===== src/common/line_pkg.sv =====
// line package: sizes and the line/beat view shared by the adaptor, the memory and the top

package line_pkg;

    // ========================================
    // line and beat geometry
    // ========================================
    localparam int LINE_BITS      = 256;
    localparam int BEAT_BITS      = 64;
    localparam int BEATS_PER_LINE = LINE_BITS / BEAT_BITS;
    localparam int BEAT_IDX_BITS  = $clog2(BEATS_PER_LINE);

    // index of the final beat of a burst
    localparam logic [BEAT_IDX_BITS-1:0] LAST_BEAT = BEAT_IDX_BITS'(BEATS_PER_LINE - 1);

    // ========================================
    // addressing
    // ========================================
    localparam int ADDR_BITS        = 32;
    localparam int LINE_OFFSET_BITS = 5;    // byte within a line, ignored by the memory
    localparam int MEM_INDEX_BITS   = 6;
    localparam int MEM_LINES        = 1 << MEM_INDEX_BITS;

    // ========================================
    // memory timing
    // ========================================
    // cycles between accepting a request and the first beat, at least 1
    localparam int MEM_LATENCY  = 3;
    localparam int LAT_CNT_BITS = $clog2(MEM_LATENCY + 1);

    // one cache line, either as a flat word or as four beats
    // beat 0 sits in bits 63:0
    typedef union packed
    {
        logic [LINE_BITS-1:0]                      flat;
        logic [BEATS_PER_LINE-1:0][BEAT_BITS-1:0]  beat;
    } line_t;

endpackage : line_pkg


===== src/cacheline_adaptor/cacheline_adaptor.sv =====
// cacheline adaptor: splits 256-bit lines into 64-bit memory beats and gathers beats into lines
`timescale 1ns/100ps

module cacheline_adaptor
(
    input  logic                              clk,
    input  logic                              reset_n,

    // last-level cache side
    input  line_pkg::line_t                   line_i,
    output line_pkg::line_t                   line_o,
    input  logic [line_pkg::ADDR_BITS-1:0]    address_i,
    input  logic                              read_i,
    input  logic                              write_i,
    output logic                              resp_o,

    // burst memory side
    input  logic [line_pkg::BEAT_BITS-1:0]    burst_i,
    output logic [line_pkg::BEAT_BITS-1:0]    burst_o,
    output logic [line_pkg::ADDR_BITS-1:0]    address_o,
    output logic                              read_o,
    output logic                              write_o,
    input  logic                              resp_i
);

    import line_pkg::*;

    typedef enum logic [3:0]
    {
        IDLE,
        READ_1,
        READ_2,
        READ_3,
        READ_4,
        READ,
        WRITE_1,
        WRITE_2,
        WRITE_3,
        WRITE_4
    } state_t;

    state_t                   state;
    state_t                   next_state;
    logic [BEAT_IDX_BITS-1:0] beat_sel;    // beat handled by the current state
    logic                     reading;     // READ_1..READ_4
    logic                     writing;     // WRITE_1..WRITE_4

    // ========================================
    // state decode
    // ========================================
    always_comb
    begin : beat_decode
        beat_sel = '0;
        reading  = 1'b0;
        writing  = 1'b0;
        case (state)
            READ_1:
            begin
                beat_sel = 2'd0;
                reading  = 1'b1;
            end
            READ_2:
            begin
                beat_sel = 2'd1;
                reading  = 1'b1;
            end
            READ_3:
            begin
                beat_sel = 2'd2;
                reading  = 1'b1;
            end
            READ_4:
            begin
                beat_sel = 2'd3;
                reading  = 1'b1;
            end
            WRITE_1:
            begin
                beat_sel = 2'd0;
                writing  = 1'b1;
            end
            WRITE_2:
            begin
                beat_sel = 2'd1;
                writing  = 1'b1;
            end
            WRITE_3:
            begin
                beat_sel = 2'd2;
                writing  = 1'b1;
            end
            WRITE_4:
            begin
                beat_sel = 2'd3;
                writing  = 1'b1;
            end
            default:
            begin
                beat_sel = '0;
            end
        endcase
    end

    // ========================================
    // next state and memory strobes
    // ========================================
    always_comb
    begin : next_state_logic
        next_state = state;
        read_o     = 1'b0;
        write_o    = 1'b0;
        case (state)
            IDLE:
            begin
                if (read_i)
                begin
                    read_o     = 1'b1;
                    next_state = READ_1;
                end
                else if (write_i)
                begin
                    write_o    = 1'b1;
                    next_state = WRITE_1;
                end
            end
            READ_1:
            begin
                read_o = 1'b1;
                if (resp_i)
                    next_state = READ_2;
            end
            // remaining beats arrive back to back
            READ_2:
            begin
                read_o     = 1'b1;
                next_state = READ_3;
            end
            READ_3:
            begin
                read_o     = 1'b1;
                next_state = READ_4;
            end
            READ_4:
            begin
                read_o     = 1'b1;
                next_state = READ;
            end
            READ:
            begin
                next_state = IDLE;
            end
            WRITE_1:
            begin
                write_o = 1'b1;
                if (resp_i)
                    next_state = WRITE_2;
            end
            WRITE_2:
            begin
                write_o = 1'b1;
                if (resp_i)
                    next_state = WRITE_3;
            end
            WRITE_3:
            begin
                write_o = 1'b1;
                if (resp_i)
                    next_state = WRITE_4;
            end
            WRITE_4:
            begin
                write_o = !resp_i;    // drop with the last beat
                if (resp_i)
                    next_state = IDLE;
            end
            default:
            begin
                next_state = IDLE;
            end
        endcase
    end

    assign address_o = address_i;
    assign burst_o   = writing ? line_i.beat[beat_sel] : '0;
    assign resp_o    = (state == READ) || (state == WRITE_4 && resp_i);

    always_ff @(posedge clk)
    begin : state_register
        if (!reset_n)
            state <= IDLE;
        else
            state <= next_state;
    end

    // line is assembled in place, then cleared once READ is left
    always_ff @(posedge clk)
    begin : line_assembly
        if (!reset_n)
            line_o <= '0;
        else if (reading)
        begin
            if (state != READ_1 || resp_i)
                line_o.beat[beat_sel] <= burst_i;
        end
        else
            line_o <= '0;
    end

    // ========================================
    // assertions
    // ========================================
    a_one_direction : assert property (@(posedge clk) disable iff (!reset_n)
        !(read_o && write_o))
        else $error("adaptor drives read_o and write_o together");

    a_resp_pulse : assert property (@(posedge clk) disable iff (!reset_n)
        resp_o |=> !resp_o)
        else $error("adaptor resp_o held longer than one cycle");

endmodule : cacheline_adaptor


===== config.mk =====
export PLATFORM = sky130hd
export DESIGN_NAME = cacheline_adaptor
export DESIGN_NICKNAME = d
export VERILOG_FILES = /design/src/common/line_pkg.sv /design/src/cacheline_adaptor/cacheline_adaptor.sv
export SDC_FILE = /design/constraint.sdc
export NUM_CORES = 1
export LEC_CHECK = 0
export BUFFER_PORTS_ARGS = -buffer_cell sky130_fd_sc_hd__buf_2
export CAP_MARGIN = 20
export CORE_AREA = 2 2 277 279
export CTS_CLUSTER_SIZE = 20
export DETAILED_ROUTE_END_ITERATION = 10
export DIE_AREA = 0 0 279 281
export PLACE_DENSITY = 0.5
export SLEW_MARGIN = 40
export SYNTH_ARGS = -nofsm -noshare
export SYNTH_HDL_FRONTEND = slang
export SYNTH_SLANG_ARGS = --single-unit

===== constraint.sdc =====
create_clock -name clk -period 1.8 [get_ports clk]
set_input_delay 0.09 -clock clk [delete_from_list [all_inputs] [get_ports clk]]
set_output_delay 0.09 -clock clk [all_outputs]
set_load 0.02 [all_outputs]

==> summary.md, run 1 <==
| Metric | Value |
|---|---|
| Outcome | finished, violations left |
| Failing checks | setup timing |
| Combinational family with the most area after synthesis | compound AO/OA/AOI/OAI gates |
| Non-Filler Instances | 3,455 |
| Sink Count | 260 |
| Inserted Clock Buffers | 29 |
| Worst setup path start | state[3] |
| DRT Pass-1 Iters | 5 |
| H-tree levels | 1 |
| TritonCTS clock tree | built |
| Reg2Reg Depth | 10 |
| HPWL Detailed | 55,930 um |
| Synth Area in XOR/XNOR | 0.06698% |
| Worst Max-Slew Pin Slew | 0.4463 ns |
| Starting Density | 17.33% |
| Mux cell area share after synthesis | 0.3827% |
| Residual antenna-violating net count after detailed routing | 0 |
| Vias | 16.51k |
| Slowest cell on crit path | dfxtp_4 |
| Final worst setup slack | -0.6318 ns |
| Predominant post-synthesis flop cell | dfxtp_1 |
| GRT Overall Usage | 19.61% |
| Fill count | 7,968 |
| Placer congestion estimate | 0.8713 |
| Max Slew Vio Count | 0 |
| Synth Net Count | 1,978 |
| Maximum vdd drop | 0.6944 mV |
| Chip Width | 279 um |
| CP required | 1.71 ns |
| RSZ-0062 raised after global routing | yes |
| Simple-Gate Fraction of Synth Area | 14.94% |
| Share of cells above drive strength 1 | 54.04% |
| Seq cells post-synth | 260 |
| Largest net degree at the start of global routing | 57 |
| Kind of critical path | reg2out |
| Sw Share | 43.43% |
| Final Hold Vio Count | 0 |
| Min-delay src | read_i |
| Io pins | 712 |
| CP endpoint kind | output pin |
| CTS root buf | clkbuf_16 |
| Reg-to-reg critical path startpoint | state[1] |
| Hold path cells | 4 |
| Multi-input combinational cell area | 8019 um^2 |
| IO buf count | 647 |
| Share of power burned in registers | 19.3% |
| Rel. slew slack | 70.25% |
| Die height | 281 um |
| Post-Route WL | 83,890 um |
| Design Power | 37.80 mW |
| Sequential cell area | 5220 um^2 |
| 1st-iter DRT viols | 1,039 |
| Hold Path Class | in2reg |
| Synthesized netlist cell count | 1,621 |
| Yosys warnings | 0 |
| Clock Latency Late Sink | 0.57 ns |
| Leakage | 9.471 nW |
| Initial antenna violation count | 38 |
| P&R area growth vs syn | 81.89% |
| Clock share of power | 16.9% |
| Psw | 16.42 mW |
| Syn Area/Cell | 8.067 um^2 |
| Mapped Area | 13,080 um^2 |
| Seq/Total Area, Yosys | 39.80% |
| Crit path largest cell delay | 0.38 ns |
| Max clock buf depth | 3 |
| Int Pwr | 21.38 mW |
| Crit path time final | 2.432 ns |
| Final Cycle Share | 135.1% |
| Inst Count DP | 3,207 |
| Compound-Gate Fraction of Synth Area | 35.39% |
| Arr. time, crit path | 2.34 ns |
| Final core utilization | 31.53% |
| Rows | 101 |
| Synth cell types | 47 |
| Delay-heaviest family, CP | simple AND/OR/NAND/NOR gates |
| CP Buf/Inv Count | 3 |
| Worst path cell trace | and4bb_2 -> or2_4 -> buf_8 -> buf_12 -> a22oi_2 -> o221ai_4 -> buf_6 |
| Routed wire per std cell | 24.28 um |
| Worst reg2reg path endpoint | line_o[60] |
| Total power per unit cell area | 1589 nW/um^2 |
| Combinational Power Share | 63.8% |
| First-pass GRT wire length | 114,400 um |
| Clk_skew | 0.01321 ns |
| MaxCap Viol Count | 0 |
| Post-synthesis adder-cell area fraction | 0% |
| Crit-path max FO | 7 |
| Fmax achieved | 0.4112 GHz |
| Core footprint | 75,440 um^2 |
| CP Launch Type | register |
| Clk slew on worst S/H paths | 0.06 ns |
| Fin nets | 2,800 |
| Die area | 78,400 um^2 |
| R2R setup slack | -0.50 ns |
| Final setup vio count | 327 |
| Via/cell ratio | 4.779 |
| Fraction of registers with async set or reset after synthesis | 0% |
| Residual DRC | 0 |
| Total global routing overflow | 0 |
| EDFF count, synth | 0 |
| Hold EP | state[1] |
| Number of global-route vias before repair | 16.32k |
[metrics by stage]
step | area (um^2) | hold WS, ns | TNS, ns | worst slack (ns)
after floorplan | 13420 | 0.2234 | 0 | 0.003852
after global placement | 18340 | 0.1801 | -9.038 | -0.2660
after detailed placement | 18340 | 0.1801 | -18.35 | -0.2524
after CTS | 22850 | 0.03574 | -103.36 | -0.6513
after global routing | 23780 | 0.09699 | -153.83 | -0.7006
final | 23780 | 0.07272 | -130.13 | -0.6318
[synthesized netlist by cell type, types with 2 or more instances]
master	count	area share, %
dfxtp_1	260	40
o2111ai_1	2	0.13
o211ai_1	64	3.7
nand2_1	457	13
mux2i_1	5	0.38
a22o_1	63	4.2
buf_4	51	2.9
clkbuf_1	56	1.6
or3b_1	3	0.20
nand3b_1	3	0.17
o21ai_0	66	2.5
a21oi_1	178	6.8
a21oi_2	85	5.7
buf_2	69	2.6
nor2b_1	3	0.14
a22oi_1	127	7.3
o221ai_1	63	4.2
nor2_2	2	0.096
nor3_1	5	0.19
nand2b_1	3	0.14
buf_6	25	2.2
nor2_1	6	0.17
[tightest hold or removal path, delay by kind of cell]
kind | cells | cell delay [ns]
AO/OA/AOI/OAI | 2 | 0.26
multiplexers | 1 | 0.07
buffers and inverters | 1 | 0.17
[power groups by stage]
stage	combinational (mW)	sequential (mW)	clock [mW]
6_report	24.1	7.30	6.38
5_1_grt	25.4	7.41	6.72
4_1_cts	22.7	7.28	6.55
3_5_place_dp	16.1	7.35	0
3_3_place_gp	16.1	7.33	0
2_1_floorplan	8.59	8.45	0
[cell families after synthesis]
logic type             Yosys count
AO/OA/AOI/OAI                  659
multiplexers                     5
buffers and inverters          204
flip-flops                     260
XOR/XNOR                         1
AND/OR/NAND/NOR                492
[layout make-up]
class,instances,share of cell area [%]
clock inverter,12,0.6786
inverter,2,0.06313
clock buffer,41,3.619
tap,978,5.145
timing repair buffer,989,34.70
sequential,260,21.95
antenna,12,0.1263
multi-input combinational,1161,33.72
[flip-flops by register name, indices dropped and copies added, names as in the netlist]
name / flops
state: 4
line_o: 256
[worst max path at each step]
| stage | to | slack [ns] | depth (start not counted) |
|---|---|---|---|
| after floorplan | burst_o[61] | 0.004 | 7 |
| after global placement | burst_o[61] | -0.27 | 8 |
| after detailed placement | burst_o[62] | -0.25 | 8 |
| after CTS | burst_o[58] | -0.65 | 7 |
| after global routing | burst_o[58] | -0.70 | 7 |
| final | burst_o[58] | -0.63 | 7 |
[what timing repair did]
| item | in CTS | in global routing |
|---|---|---|
| buffers inserted | 48 | 19 |
| setup endpoints to repair | 317 | 327 |
| pin swaps | 84 | 30 |
| resized for setup | 321 | 111 |
| endpoints found under the hold margin | 260 | 0 |
| cloned | 44 | 18 |
| hold buffers | 67 | 0 |
[cells in the final DEF, fill, tap and decap left out, types with 49 or more instances in the layout]
master	n
buf_2	583
nand2_1	446
dfxtp_1	256
a21oi_2	185
buf_4	164
a21oi_1	72
a22oi_1	68
dlygate4sd3_1	67
buf_12	65
o211ai_1	64
a22o_1	63
o21ai_0	60
a22oi_2	59
o221ai_2	59
buf_6	49
[routing by layer]
layer | vias to the layer above | GRT usage [%] | wire [um]
met5 | - | 0 | 0
met4 | 0 | 8.078 | 4020
met3 | 218 | 3.824 | 5209
met2 | 800 | 36.03 | 42710
met1 | 7980 | 22.04 | 31940
li1 | 7513 | - | -
(Power assumes the default switching activity.)
==> inputs of run 2 (changes only) <==
Clock period 1.8 ns to 2.25 ns, I/O delays scaled along.
==> summary.md, run 2 (synthesized netlist as in run 1, its figures left out) <==
| Metric | Value |
|---|---|
| Outcome | finished, violations left |
| Failing checks | setup timing |
| Commonest cells after routing, fill and taps aside | buf_2 (598), nand2_1 (440), dfxtp_1 (256), a21oi_1 (176), a22oi_1 (113) |
| Sw Share | 45.30% |
| First-pass GRT wire length | 104,700 um |
| Clk slew on worst S/H paths | 0.06 ns |
| Sink Count | 260 |
| Final core utilization | 27.06% |
| Final Instance Area | 20,420 um^2 |
| Worst path cell trace | and4bb_4 -> or2_4 -> buf_12 -> buf_12 -> a22oi_2 -> o221ai_1 -> buf_4 |
| Residual DRC | 0 |
| DRT Pass-1 Iters | 5 |
| Leakage | 8.196 nW |
| DP Worst Slack | 0.1626 ns |
| Clk_skew | 0.01872 ns |
| H-tree levels | 1 |
| MaxCap Viol Count | 0 |
| HPWL Detailed | 52,070 um |
| Inserted Clock Buffers | 30 |
| Maximum vdd drop | 0.9863 mV |
| Max Slew Vio Count | 0 |
| Placer congestion estimate | 0.8818 |
| 1st-iter DRT viols | 1,008 |
| Arr. time, crit path | 2.35 ns |
| Post-Place Cell Area | 17,240 um^2 |
| Combinational Power Share | 56.2% |
| Via/cell ratio | 4.687 |
| Rows | 101 |
| IO buf count | 647 |
| TritonCTS clock tree | built |
| Total global routing overflow | 0 |
| Design Power | 24.30 mW |
| Post-Route WL | 77,320 um |
| CP Launch Type | register |
| Largest regs | line_o (256), state (4) |
| Hold Path Class | in2reg |
| Total number of cells along the worst setup path | 7 |
| Hold path cells | 4 |
| Final worst setup slack | -0.2105 ns |
| Sequential cell area | 5220 um^2 |
| RSZ-0062 raised after global routing | yes |
| Final Cycle Share | 109.4% |
| Final Hold Vio Count | 0 |
| Fmax achieved | 0.4064 GHz |
| Worst Max-Slew Pin Slew | 0.6151 ns |
| Chip Width | 279 um |
| Share of cells above drive strength 1 | 42.20% |
| Largest net degree at the start of global routing | 72 |
| Delay-heaviest family, CP | simple AND/OR/NAND/NOR gates |
| P&R area growth vs syn | 56.13% |
| Inst Count DP | 3,116 |
| CTS root buf | clkbuf_16 |
| Die area | 78,400 um^2 |
| Clock Latency Late Sink | 0.57 ns |
| GRT Overall Usage | 17.89% |
| Kind of critical path | reg2out |
| Core footprint | 75,440 um^2 |
| Psw | 11.01 mW |
| Int Pwr | 13.29 mW |
| Multi-input combinational cell area | 7037 um^2 |
| Io pins | 712 |
| Total power per unit cell area | 1190 nW/um^2 |
| Vias | 15.51k |
| Largest register FFs | 256 |
| Share of power burned in registers | 23.8% |
| Reg2Reg Depth | 8 |
| CP Buf/Inv Count | 3 |
| Crit-path max FO | 8 |
| Clock share of power | 20.0% |
| Die height | 281 um |
| Max clock buf depth | 3 |
| Commonest non-fill, non-tap cell in the layout | buf_2 |
| Most frequent CP cell | buf_12 |
| Routed wire per std cell | 23.37 um |
| Rel. slew slack | 58.99% |
| Initial antenna violation count | 32 |
| Grt peak-use layer | met2 |
| CP endpoint kind | output pin |
| GRT met2 Usage | 32.12% |
| Largest Register | line_o |
| Crit path largest cell delay | 0.41 ns |
| Non-Filler Instances | 3,309 |
| GR Layer Usage met1 | 20.83% |
| Starting Density | 17.33% |
| Number of global-route vias before repair | 14.53k |
| Residual antenna-violating net count after detailed routing | 0 |
| Met3 Use GR | 3.317% |
| Slowest cell on crit path | dfxtp_4 |
| CP required | 2.14 ns |
| Fill count | 8,224 |
| Final setup vio count | 65 |
| Crit path time final | 2.460 ns |
| Fin nets | 2,658 |
## run 2: metrics by stage
step / hold slack, ns / setup TNS [ns]
finish: 0.04041 / -9.231
global route: 0.06141 / -15.16
CTS: 0.00002776 / -11.85
detailed placement: 0.2251 / 0
global placement: 0.2251 / 0
floorplan: 0.2459 / 0
## run 2: cell type report
type / instances / share of cell area [%]
Clock buffer: 49 / 4.425
Antenna cell: 9 / 0.1103
Sequential cell: 260 / 25.57
Clock inverter: 4 / 0.2880
Timing Repair Buffer: 847 / 29.11
Multi-Input combinational cell: 1160 / 34.47
Tap cell: 978 / 5.994
Inverter: 2 / 0.03677
## run 2: path summary, 6_finish.rpt
kind / slack [ns] / endpoint / start
setup / recovery: -0.21 / burst_o[4] / state[3]
hold / removal: 0.04 / state[1] / read_i
setup reg to reg: 0.07 / line_o[215] / state[3]
hold reg to reg: 0.45 / line_o[68] / line_o[68]
## run 2: power by group through the flow
| stage | clock network, mW | logic (mW) | registers [mW] |
|---|---|---|---|
| 2_1_floorplan | 0 | 6.55 | 6.76 |
| 3_3_place_gp | 0 | 11.6 | 5.82 |
| 3_5_place_dp | 0 | 11.6 | 5.85 |
| 4_1_cts | 5.04 | 13.2 | 5.78 |
| 5_1_grt | 5.22 | 14.4 | 5.88 |
| 6_report | 4.86 | 13.6 | 5.79 |
## run 2: metal layers
metal / share of wire, % / up-vias
met1: 39 / 7392
met3: 6.2 / 168
li1: - / 7180
met4: 4.5 / 2
met5: 0.017 / -
met2: 51 / 768
## run 2: what timing repair did
action	in CTS	in global routing
setup endpoints to repair	65	170
hold endpoints to repair	260	0
hold buffers	66	0
cloned	16	7
buffers inserted	33	13
resized for setup	122	49
pin swaps	23	27
## run 2: tightest hold or removal path, stage by stage
cell and delay (ns):
buf_2 0.12, a21oi_1 0.07, o2111ai_1 0.16, mux2i_1 0.08
